[config.mk]
export PLATFORM = sky130hd
export DESIGN_NAME = dds_update_top
export DESIGN_NICKNAME = d
export VERILOG_FILES = /design/src/design/dds_spi_pkg.sv /design/src/design/update_req_pkg.sv /design/src/design/tuning_change_filter.sv /design/src/design/update_fifo.sv /design/src/design/dds_serial_writer.sv /design/src/design/dds_update_top.sv
export SDC_FILE = /design/constraint.sdc
export NUM_CORES = 1
export LEC_CHECK = 0
export ABC_AREA = 1
export ABC_CLOCK_PERIOD_IN_PS = 7000
export BUFFER_PORTS_ARGS = -buffer_cell sky130_fd_sc_hd__buf_2
export CORE_ASPECT_RATIO = 0.5
export CORE_MARGIN = 5
export CORE_UTILIZATION = 45
export CTS_CLUSTER_SIZE = 14
export DETAILED_ROUTE_END_ITERATION = 7
export PLACE_DENSITY_LB_ADDON = 0.2
export SETUP_SLACK_MARGIN = 0.2
export SYNTH_ARGS = -nofsm -noshare
export SYNTH_HDL_FRONTEND = slang
export SYNTH_SLANG_ARGS = --single-unit
[constraint.sdc]
create_clock -name clk_in -period 7 [get_ports clk_in]
set_clock_uncertainty 0.1 [all_clocks]
set_input_delay 1.05 -clock clk_in [delete_from_list [all_inputs] [get_ports clk_in]]
set_output_delay 1.05 -clock clk_in [all_outputs]
set_load 0.01 [all_outputs]
[src/design/dds_spi_pkg.sv]
package dds_spi_pkg;

	////////////////////////////////////////////////////////////
	// instruction word fields
	////////////////////////////////////////////////////////////

	// the first bit sent selects write (0) or read (1)
	localparam logic INSTR_WRITE = 1'b0;	// only writes are issued

	// length code follows the r/w bit
	localparam logic [1:0] LEN_CODE_64 = 2'd3;	// streaming, 48-bit ftw
	localparam logic [1:0] LEN_CODE_32 = 2'd1;	// two data bytes

	////////////////////////////////////////////////////////////
	// register map
	////////////////////////////////////////////////////////////

	// addresses point at the msb of each register,
	// and the chip auto-decrements while streaming
	localparam logic [12:0] ADDR_FTW   = 13'h01AB;	// frequency tuning word
	localparam logic [12:0] ADDR_PHASE = 13'h01AD;	// phase offset word
	localparam logic [12:0] ADDR_AMP   = 13'h040C;	// dac full-scale current

	////////////////////////////////////////////////////////////
	// instruction lengths
	////////////////////////////////////////////////////////////

	localparam int unsigned FREQ_INSTR_BITS  = 64;	// 16 header + 48 data
	localparam int unsigned SHORT_INSTR_BITS = 32;	// 16 header + 16 data

endpackage

[src/design/update_req_pkg.sv]
package update_req_pkg;

	// which dds register a request targets
	typedef enum logic [1:0] {
		KIND_FREQ  = 2'd0,	// 48-bit tuning word
		KIND_PHASE = 2'd1,	// 14-bit phase
		KIND_AMP   = 2'd2	// 10-bit amplitude
	} req_kind_e;

	// phase and amplitude travel in the low bits of the payload.
	// amplitude only uses value[9:0], the rest stays zero
	typedef struct packed {
		logic [33:0] pad;	// always zero
		logic [13:0] value;	// phase, or amplitude in low 10 bits
	} short_reg_s;

	// one 48-bit payload word, read as ftw or as short register
	typedef union packed {
		logic [47:0] ftw;	// frequency tuning word view
		short_reg_s  short;	// phase / amplitude view
	} update_payload_u;

	// stored width of one request
	localparam int unsigned REQ_BITS = $bits(req_kind_e) + $bits(update_payload_u);

endpackage

[src/design/tuning_change_filter.sv]
module tuning_change_filter
	import update_req_pkg::*;
(
	input  logic            clk_in,
	input  logic            reset_in,
	input  logic [47:0]     freq,		// new tuning word
	input  logic [13:0]     phase,		// new phase
	input  logic [9:0]      amp,		// new amplitude
	input  logic            freq_dv,	// single-cycle strobes
	input  logic            phase_dv,
	input  logic            amp_dv,
	output logic            push,		// one request per cycle at most
	output req_kind_e       push_kind,
	output update_payload_u push_payload
);

	logic [2:0]      strb;			// strobes indexed by kind
	update_payload_u in_pl [3];		// incoming values as payloads
	update_payload_u pend_pl [3];		// waiting values
	update_payload_u last_pl [3];		// last value pushed per kind
	logic [2:0]      pend_q;		// waiting flags
	logic [2:0]      last_ok;		// last_pl holds a real value
	logic [2:0]      live;			// waiting and actually changed
	logic [2:0]      issue;			// one-hot, kind pushed this cycle
	req_kind_e       sel;			// kind pushed this cycle

	assign strb = {amp_dv, phase_dv, freq_dv};

	always_comb begin
		in_pl[KIND_FREQ]             = '0;
		in_pl[KIND_FREQ].ftw         = freq;
		in_pl[KIND_PHASE]            = '0;
		in_pl[KIND_PHASE].short.value = phase;
		in_pl[KIND_AMP]              = '0;
		in_pl[KIND_AMP].short.value  = {4'd0, amp};	// upper bits stay clear
	end

	// a waiting value that matches the last push is redundant
	always_comb begin
		for (int k = 0; k < 3; k++) begin
			live[k] = pend_q[k] && !(last_ok[k] && (last_pl[k] == pend_pl[k]));
		end
	end

	////////////////////////////////////////////////////////////
	// fixed priority: freq, phase, amp
	////////////////////////////////////////////////////////////

	always_comb begin
		issue = 3'b000;
		sel   = KIND_FREQ;
		if (live[KIND_FREQ]) begin
			issue[KIND_FREQ] = 1'b1;
			sel              = KIND_FREQ;
		end else if (live[KIND_PHASE]) begin
			issue[KIND_PHASE] = 1'b1;
			sel               = KIND_PHASE;
		end else if (live[KIND_AMP]) begin
			issue[KIND_AMP] = 1'b1;
			sel             = KIND_AMP;
		end
	end

	assign push         = |live;
	assign push_kind    = sel;
	assign push_payload = pend_pl[sel];

	// flags: a new strobe wins over issue or discard
	always_ff @(posedge clk_in) begin
		if (reset_in) begin
			pend_q  <= 3'b000;
			last_ok <= 3'b000;		// first write of each kind always passes
		end else begin
			for (int k = 0; k < 3; k++) begin
				pend_q[k] <= strb[k] || (live[k] && !issue[k]);	// drop stale ones
				if (issue[k]) begin
					last_ok[k] <= 1'b1;
				end
			end
		end
	end

	// values
	always_ff @(posedge clk_in) begin
		for (int k = 0; k < 3; k++) begin
			if (strb[k]) begin
				pend_pl[k] <= in_pl[k];	// later strobe overwrites
			end
			if (issue[k]) begin
				last_pl[k] <= pend_pl[k];
			end
		end
	end

	// a pushed kind was waiting, and its flag is gone next cycle
	// unless a fresh strobe refilled it
	a_push_was_pending: assert property (@(posedge clk_in) disable iff (reset_in)
		push |-> pend_q[push_kind] ##1 (!pend_q[$past(push_kind)] || $past(strb[push_kind])));

endmodule

[src/design/update_fifo.sv]
module update_fifo
	import update_req_pkg::*;
#(
	parameter int DEPTH = 4			// power of two, at least 2
) (
	input  logic            clk_in,
	input  logic            reset_in,
	input  logic            push,
	input  req_kind_e       push_kind,
	input  update_payload_u push_payload,
	input  logic            pop,
	output req_kind_e       head_kind,	// valid while empty is low
	output update_payload_u head_payload,
	output logic            empty,
	output logic            overflow	// sticky until reset
);

	localparam int AW = $clog2(DEPTH);

	if ((DEPTH < 2) || ((DEPTH & (DEPTH - 1)) != 0)) begin : g_bad_depth
		$error("update_fifo DEPTH must be a power of two of at least 2");
	end

	logic [REQ_BITS-1:0] mem [DEPTH];	// request storage
	logic [AW-1:0]       wr_ptr;		// wraps by itself
	logic [AW-1:0]       rd_ptr;
	logic [AW:0]         count;		// 0 .. DEPTH
	logic                full;
	logic                do_push;
	logic                do_pop;
	logic [REQ_BITS-1:0] head_word;

	assign full    = (count == (AW + 1)'(DEPTH));
	assign empty   = (count == '0);
	assign do_push = push && !full;	// full drops the request
	assign do_pop  = pop && !empty;

	// head falls through, no read latency
	assign head_word    = mem[rd_ptr];
	assign head_kind    = req_kind_e'(head_word[REQ_BITS-1 -: 2]);
	assign head_payload = update_payload_u'(head_word[47:0]);

	always_ff @(posedge clk_in) begin
		if (reset_in) begin
			wr_ptr   <= '0;
			rd_ptr   <= '0;
			count    <= '0;
			overflow <= 1'b0;
		end else begin
			if (do_push) begin
				wr_ptr <= wr_ptr + 1'b1;
			end
			if (do_pop) begin
				rd_ptr <= rd_ptr + 1'b1;
			end
			case ({do_push, do_pop})
				2'b10:   count <= count + 1'b1;
				2'b01:   count <= count - 1'b1;
				default: count <= count;	// both or neither
			endcase
			if (push && full) begin
				overflow <= 1'b1;
			end
		end
	end

	always_ff @(posedge clk_in) begin
		if (do_push) begin
			mem[wr_ptr] <= {push_kind, push_payload};
		end
	end

	// the writer must look at empty before it takes a word
	a_no_pop_empty: assert property (@(posedge clk_in) disable iff (reset_in)
		pop |-> !empty);

	a_count_bound: assert property (@(posedge clk_in) disable iff (reset_in)
		count <= (AW + 1)'(DEPTH));

endmodule

[src/design/dds_serial_writer.sv]
module dds_serial_writer
	import dds_spi_pkg::*;
	import update_req_pkg::*;
(
	input  logic            clk_in,
	input  logic            reset_in,
	input  req_kind_e       head_kind,	// fifo head
	input  update_payload_u head_payload,
	input  logic            empty,
	output logic            pop,		// takes the head this cycle
	output logic            sclk,		// clk_in / 2 during a transfer
	output logic            csb,		// active low chip select
	output logic            sdio,		// msb first
	output logic            io_update,	// latches the new register values
	output logic            dds_reset,
	output logic            done		// one pulse per finished write
);

	localparam logic [1:0] ST_IDLE      = 2'd0;	// wait for a request
	localparam logic [1:0] ST_TX        = 2'd1;	// shift out the instruction
	localparam logic [1:0] ST_IO_UPDATE = 2'd2;	// pulse io_update
	localparam logic [1:0] ST_DONE      = 2'd3;	// pulse done

	logic [1:0]  state;
	logic        slot;			// 0: sclk low, 1: sclk high
	logic [6:0]  bits_left;		// bits still to send
	logic [63:0] shreg;			// instruction, left aligned
	logic [63:0] load_word;
	logic [6:0]  load_bits;
	logic [12:0] short_addr;
	logic [15:0] short_data;

	////////////////////////////////////////////////////////////
	// instruction build from the fifo head
	////////////////////////////////////////////////////////////

	always_comb begin
		short_addr = (head_kind == KIND_AMP) ? ADDR_AMP : ADDR_PHASE;
		if (head_kind == KIND_AMP) begin
			short_data = {6'd0, head_payload.short.value[9:0]};	// 10-bit amplitude
		end else begin
			short_data = {2'd0, head_payload.short.value};	// 14-bit phase
		end
		if (head_kind == KIND_FREQ) begin
			load_word = {INSTR_WRITE, LEN_CODE_64, ADDR_FTW, head_payload.ftw};
			load_bits = 7'(FREQ_INSTR_BITS);
		end else begin
			load_word = {INSTR_WRITE, LEN_CODE_32, short_addr, short_data, 32'd0};
			load_bits = 7'(SHORT_INSTR_BITS);
		end
	end

	////////////////////////////////////////////////////////////
	// control
	////////////////////////////////////////////////////////////

	assign pop = (state == ST_IDLE) && !empty;

	always_ff @(posedge clk_in) begin
		if (reset_in) begin
			state     <= ST_IDLE;
			slot      <= 1'b0;
			bits_left <= '0;
		end else begin
			case (state)
				ST_IDLE: begin
					if (pop) begin
						state     <= ST_TX;
						slot      <= 1'b0;
						bits_left <= load_bits;
					end
				end
				ST_TX: begin
					slot <= ~slot;
					if (slot) begin			// end of one bit slot
						bits_left <= bits_left - 1'b1;
						if (bits_left == 7'd1) begin
							state <= ST_IO_UPDATE;	// last bit sampled
						end
					end
				end
				ST_IO_UPDATE: begin
					state <= ST_DONE;
				end
				default: begin
					state <= ST_IDLE;
				end
			endcase
		end
	end

	// shift after the rising sclk half, so sdio moves while sclk is low
	always_ff @(posedge clk_in) begin
		if (pop) begin
			shreg <= load_word;
		end else if ((state == ST_TX) && slot) begin
			shreg <= {shreg[62:0], 1'b0};
		end
	end

	////////////////////////////////////////////////////////////
	// chip pins
	////////////////////////////////////////////////////////////

	assign csb       = (state != ST_TX);
	assign sclk      = (state == ST_TX) && slot;
	assign sdio      = (state == ST_TX) && shreg[63];	// parked low between writes
	assign io_update = (state == ST_IO_UPDATE);
	assign done      = (state == ST_DONE);
	assign dds_reset = reset_in;		// chip follows system reset

	// a transfer only starts on a word taken from the fifo
	a_csb_after_pop: assert property (@(posedge clk_in) disable iff (reset_in)
		$fell(csb) |-> $past(pop));

	// io_update alone, then done on the following cycle
	a_update_then_done: assert property (@(posedge clk_in) disable iff (reset_in)
		io_update |-> !done ##1 (done && !io_update));

endmodule

[src/design/dds_update_top.sv]
module dds_update_top
	import update_req_pkg::*;
#(
	parameter int FIFO_DEPTH = 4		// pending requests held
) (
	input  logic        clk_in,
	input  logic        reset_in,
	input  logic [47:0] freq,
	input  logic [13:0] phase,
	input  logic [9:0]  amp,
	input  logic        freq_dv,
	input  logic        phase_dv,
	input  logic        amp_dv,
	output logic        sclk,
	output logic        csb,
	output logic        sdio,
	output logic        io_update,
	output logic        dds_reset,
	output logic        done,
	output logic        overflow
);

	// filter -> fifo
	logic            push;
	req_kind_e       push_kind;
	update_payload_u push_payload;

	// fifo -> writer
	req_kind_e       head_kind;
	update_payload_u head_payload;
	logic            empty;
	logic            pop;

	tuning_change_filter u_filter (
		.clk_in       (clk_in),
		.reset_in     (reset_in),
		.freq         (freq),
		.phase        (phase),
		.amp          (amp),
		.freq_dv      (freq_dv),
		.phase_dv     (phase_dv),
		.amp_dv       (amp_dv),
		.push         (push),
		.push_kind    (push_kind),
		.push_payload (push_payload)
	);

	update_fifo #(
		.DEPTH (FIFO_DEPTH)
	) u_fifo (
		.clk_in       (clk_in),
		.reset_in     (reset_in),
		.push         (push),
		.push_kind    (push_kind),
		.push_payload (push_payload),
		.pop          (pop),
		.head_kind    (head_kind),
		.head_payload (head_payload),
		.empty        (empty),
		.overflow     (overflow)
	);

	dds_serial_writer u_writer (
		.clk_in       (clk_in),
		.reset_in     (reset_in),
		.head_kind    (head_kind),
		.head_payload (head_payload),
		.empty        (empty),
		.pop          (pop),
		.sclk         (sclk),
		.csb          (csb),
		.sdio         (sdio),
		.io_update    (io_update),
		.dds_reset    (dds_reset),
		.done         (done)
	);

endmodule

* After elaboration in Yosys (flattened, before gate mapping)
Memories as Yosys holds them, arrays and structs flattened. A register that Yosys moved wholly into a read port is not among the register bits. Index checks and enable logic that the tools add are counted. W data, S select, Z words.
Storage, ports and cells: register bits 88, memory bits (writable) 488, memories 3
Cells by class: equality and inequality tests 15, multiplexer cells 46, bitwise gates (word level) 1, reduce and logical (&&, ||, !) cells 38, add/sub/neg operators 5
Memory list:
- u_fifo.mem | words 4, bits a word 50, rd ports 1, clocked after Yosys merged registers in 1, write ports 1, RTL line update_fifo.sv:24 | logic [REQ_BITS-1:0] mem [DEPTH];
- u_filter.last_pl | words 3, bits a word 48, rd ports 3, clocked after Yosys merged registers in 0, write ports 1, RTL line tuning_change_filter.sv:20 | update_payload_u last_pl [3];
- u_filter.pend_pl | words 3, bits a word 48, rd ports 4, clocked after Yosys merged registers in 0, write ports 3, RTL line tuning_change_filter.sv:19 | update_payload_u pend_pl [3];
Operators with widths (count):
- $eq A48 B48 Y1 | 3
- $mux W64 | 2
- $mux W48 | 2
- $reduce_or A48 Y1 | 2
- $mux W63 | 1
- $mux W2 | 11
- $mux W1 | 21
- $mux W7 | 3
- $logic_and A1 B1 Y1 | 15
- $mux W14 | 1
- $pmux W7 S2 | 1
- $mux W11 | 1
- $eq A2 B2 Y1 const B | 4
- $logic_not A1 Y1 | 8
- $eq A7 B1 Y1 const B | 1
- $sub A7 B1 Y7 const B | 1
- $ne A2 B1 Y1 const B | 3
- $pmux W2 S3 | 1
- $pmux W3 S2 | 1
- $reduce_and A3 Y1 | 2
- $reduce_bool A2 Y1 | 3
- $add A2 B1 Y2 const B | 2
- $eq A2 B1 Y1 const B | 2
- $logic_not A2 Y1 | 2
- 10 further kinds | 12

* Longest topological paths before layout
An unclocked memory read counts as a cell.
depth in word-level cells 13, gate-level depth with buffers 19, gate-level depth less buffers 19

* Cells and area by module
From an unflattened synthesis, not the netlist that was laid out.
Second synthesis, totals: cell total of the unflattened synthesis 1515, area, all modules 17869.6 um2
Modules (own cells, without submodules):
- update_fifo | cells each 556, area an instance 7988.9 um2, seq. area each 6206.0 um2, times used 1
- tuning_change_filter | cells each 592, area an instance 6353.6 um2, seq. area each 4444.3 um2, times used 1
- dds_serial_writer | cells each 367, area an instance 3527.1 um2, seq. area each 2122.0 um2, times used 1

* Worst setup path after synthesis
OpenSTA, ideal clock, no wires.
path type reg-to-reg, from memory u_filter.pend_pl[2][3] (netlist name), to memory u_fifo.mem[0][0] (netlist name), enable pin, arrival time 3.345 ns, required time 6.442 ns, slack 3.097 ns, stages on the path, launching flop included 9, setup time 0.458 ns, cell sequence edfxtp_1 > or2_2 > nand4_1 > nor3_1 > nand2_1 > nand2_1 > nand3_1 > nand2_1 > nor2_1
RTL lines (RTL line):
- from (decl) | tuning_change_filter.sv:19
- to (decl) | update_fifo.sv:24

==> qor.txt <==
Combinational Power Share = 0.254
Worst endpoint data arrival time = 4.49 ns
Transition time of the tightest slew-check pin = 1.120 ns
Clock network fraction of total power = 0.267
Post-detailed-placement half-perimeter wirelength = 25.01 mm
Final Max Tran Viols = 0
Layer carrying the most global-route usage = met1
Initial core utilization = 0.4534
Sequential Power Share = 0.480
Met2 track demand over resource = 0.2575
Mapped cell area = 17530 µm²
Async S/R FF share, synth = 0
Fraction of post-synthesis cell area in the top cell type by area = 0.6987
Syn. warnings = 0
Overall die area = 43250 µm²
Maximum number of pins on one net before global-route repair = 102
Clock tree from TritonCTS = built
Avg Inst Size Synth = 12.13 µm²
Via count of the first global-routing pass = 10420
Antenna violations before repair = 0
Library cell occupying the most area in the post-synthesis netlist = sky130_fd_sc_hd__edfxtp_1
Count of fill cells added during filler insertion = 3409
Clock tree buffer depth = 3
GR Util met3 = 0.03668
Number of stages on the worst hold path = 0
Mean routed wirelength per cell = 18.64 µm
Vertical die dimension = 149.6 µm
Number of clock buffers inserted by TritonCTS = 40
Layout cells sized above 1 = 0.1120
Distinct cell type count of the synthesized netlist = 39
FF-to-FF setup slack = 2.78 ns
Net switching power figure = 2485 µW
IR Drop Worst-Case VDD = 0.0001978 V
Top-level port count = 84
Part of the Yosys area used for sequential elements = 0.7284
Endpoint required time on the critical path = 7.27 ns
Drt pass-1 iters = 5
Vias = 10790
H-Tree Level Count = 2
Time the worst path needs with I/O delays and setup = 4.220 ns
Count of antenna diodes in the layout = 0
Vias per cell = 5.176
Quantity of I/O buffers inserted on ports = 83
Number of nets with antenna violations after routing = 0
Post-CTS clock slew at the launch and capture registers of the worst setup and hold paths = 0.07 ns
Met1 global-route usage = 0.2884
MaxCap Viol Count = 0
Fin. Hold Viols = 0
Total nets after synthesis = 1536
Root buffer cell = sky130_fd_sc_hd__clkbuf_16
Residual DRC = 0
Headroom to the max-slew limit = 0.2536
Worst R2R Path Depth = 10
Kind of critical path = reg -> reg
Status = complete, no violations
Highest clock rate = 0.2370 GHz
Std cell rows = 51
Core area = 38670 µm²
Number of setup buffers added after CTS = 0
Worst-path maximum fanout = 101
Internal = 5331 µW
Routed wire length = 38.84 mm
Die Width = 289.2 µm
Number of synthesized register bits = 434
First-pass GRT wire length = 60.54 mm
Final layout net count = 1615
GRT Total Usage = 0.1813
Area growth syn-to-layout = 12.25%
Detailed Route Iter0 Violations = 1194
Setup repair after global routing missed its margin = no
Fraction of the cycle the final worst path needs = 0.6028
Cell leakage power = 0.007527 µW
Dominant cells by area after synthesis = sky130_fd_sc_hd__edfxtp_1 (70%), sky130_fd_sc_hd__nand2_1 (7.0%), sky130_fd_sc_hd__nor2_1 (3.3%), sky130_fd_sc_hd__o21ai_0 (3.0%), sky130_fd_sc_hd__dfxtp_1 (3.0%)
Number of flops mapped to enable cells by yosys = 408
Switch share = 0.3179
Number of setup violations in the final report = 0
Sort of element at the end of the critical path = flip-flop
Hold Crit Class = reg -> reg
Final sum of negative setup slack = 0 ns
Top FF cell, synth = sky130_fd_sc_hd__edfxtp_1
Final Core Density = 0.5090
Hold-fix buffer count after cts = 0
Number of sinks driven by the clock tree = 434
CP Launch Type = flip-flop
Synthesized netlist cell count = 1446
Post-cts sizing count = 0
Total power density per cell area = 397.1 nW/µm²
Grt ovf = 0
Clock latency of the later-clocked register in the worst-skew pair = 0.54 ns
Gp weighted congestion = 0.8446
area by class of cell:
cell class,instances,area (µm²),share of cell area
tap,530,663.1,0.03369
multi-input combinational,822,4016,0.2041
inverter,131,496.7,0.02524
timing repair buffer,96,513.0,0.02606
sequential,434,12770,0.6490
clock inverter,17,125.1,0.006357
clock buffer,54,1095,0.05562
flip-flops by register name, summed over array words and instances, names as in the netlist, named ones only:
register,flops
u_fifo.count,3
u_filter.last_ok,3
u_writer.slot,1
u_fifo.wr_ptr,2
u_writer.shreg,64
u_fifo.overflow,1
u_fifo.mem,200
u_filter.pend_q,3
u_writer.state,2
u_fifo.rd_ptr,2
u_writer.bits_left,7
u_filter.pend_pl,72
u_filter.last_pl,72
worst paths after layout:
check                            endpoint              startpoint
setup / recovery        u_writer.shreg[2]               flip-flop
hold / removal    u_filter.last_pl[0][52]  u_filter.pend_pl[1][4]
setup reg to reg        u_writer.shreg[2]               flip-flop
hold reg to reg   u_filter.last_pl[0][52]  u_filter.pend_pl[1][4]
cell families after synthesis:
kind of cell	Yosys count	share of synthesized area
adders and majority gates	13	0.009704
AOI/OAI and AO/OA	245	0.08492
DFF	434	0.7284
and+or+nand+nor	546	0.1236
xor gates and xnor gates	18	0.008991
buffers and inverters	190	0.04438
cell usage after synthesis, types with 16 or more instances:
library cell / instances
sky130_fd_sc_hd__edfxtp_1: 408
sky130_fd_sc_hd__inv_1: 122
sky130_fd_sc_hd__nor3_1: 38
sky130_fd_sc_hd__nor2_1: 154
sky130_fd_sc_hd__dfxtp_1: 26
sky130_fd_sc_hd__a32o_1: 19
sky130_fd_sc_hd__nand2_1: 325
sky130_fd_sc_hd__a21oi_1: 46
sky130_fd_sc_hd__clkbuf_1: 31
sky130_fd_sc_hd__buf_2: 16
sky130_fd_sc_hd__o22ai_1: 35
sky130_fd_sc_hd__o21ai_0: 105
sky130_fd_sc_hd__a22o_1: 20
power by group through the flow:
stage / clock [µW] / sequential (µW) / combinational [µW]
after floorplan: 0 / 3770 / 1370
after global placement: 0 / 3790 / 1930
after detailed placement: 0 / 3800 / 1990
after CTS: 2120 / 3750 / 2000
after global routing: 2240 / 3800 / 2230
final: 2080 / 3750 / 1980
layout by cell type, fill, tap and decap left out, types with 2 or more instances in the layout:
| cell | count |
|---|---|
| sky130_fd_sc_hd__nor2_1 | 150 |
| sky130_fd_sc_hd__o21ai_0 | 105 |
| sky130_fd_sc_hd__nand4_1 | 3 |
| sky130_fd_sc_hd__clkbuf_16 | 41 |
| sky130_fd_sc_hd__ha_1 | 12 |
| sky130_fd_sc_hd__or2_2 | 5 |
| sky130_fd_sc_hd__nand2_1 | 324 |
| sky130_fd_sc_hd__nor2_4 | 4 |
| sky130_fd_sc_hd__buf_2 | 83 |
| sky130_fd_sc_hd__nand3b_1 | 2 |
| sky130_fd_sc_hd__dfxtp_1 | 25 |
| sky130_fd_sc_hd__bufinv_16 | 2 |
| sky130_fd_sc_hd__inv_1 | 121 |
| sky130_fd_sc_hd__nand2_4 | 2 |
| sky130_fd_sc_hd__a22o_1 | 20 |
| sky130_fd_sc_hd__xnor2_1 | 12 |
| sky130_fd_sc_hd__clkinv_2 | 9 |
| sky130_fd_sc_hd__a21oi_1 | 46 |
| sky130_fd_sc_hd__clkinv_1 | 8 |
| sky130_fd_sc_hd__clkbuf_8 | 2 |
| sky130_fd_sc_hd__edfxtp_1 | 408 |
| sky130_fd_sc_hd__o22ai_1 | 35 |
| sky130_fd_sc_hd__nand3_1 | 13 |
| sky130_fd_sc_hd__o21ai_1 | 4 |
| sky130_fd_sc_hd__a32o_1 | 19 |
| sky130_fd_sc_hd__xor2_1 | 6 |
| sky130_fd_sc_hd__nand2_2 | 2 |
| sky130_fd_sc_hd__inv_2 | 7 |
| sky130_fd_sc_hd__clkbuf_1 | 11 |
| sky130_fd_sc_hd__o211ai_1 | 11 |
| sky130_fd_sc_hd__nor3_1 | 38 |
| sky130_fd_sc_hd__buf_4 | 13 |
critical path: stages, from the launching register on:
cell and delay (ns):
sky130_fd_sc_hd__dfxtp_2 0.31, sky130_fd_sc_hd__buf_4 0.74, sky130_fd_sc_hd__clkinv_2 0.88, sky130_fd_sc_hd__nand2_1 0.22
sky130_fd_sc_hd__nand3_1 0.12, sky130_fd_sc_hd__nand2_1 0.21, sky130_fd_sc_hd__nand2_1 0.38, sky130_fd_sc_hd__nor2_1 0.21
sky130_fd_sc_hd__buf_4 0.27, sky130_fd_sc_hd__inv_1 0.30, sky130_fd_sc_hd__o21ai_0 0.27
stage by stage:
stage | setup WS [ns] | instances | area [µm²] | total power (µW) | hold WS, ns
4_1_cts | 2.751 | 2084 | 19680 | 7873 | 0.3510
6_report | 2.780 | 2084 | 19680 | 7815 | 0.3444
5_1_grt | 2.264 | 2084 | 19680 | 8262 | 0.3699
3_3_place_gp | 2.961 | 2013 | 18460 | 5715 | 0.3370
3_5_place_dp | 2.769 | 2013 | 18460 | 5794 | 0.3376
2_1_floorplan | 3.097 | 1446 | 17530 | 5138 | 0.3264
routing by layer:
layer  share of wire  vias to the layer above  routed length [µm]
li1                -                     5191                   -
met1            0.49                     5215               18840
met2            0.42                      327               16390
met3           0.077                       53                2974
met4           0.016                        0                 637
met5               0                        -                   0
(Power assumes the default switching activity.)
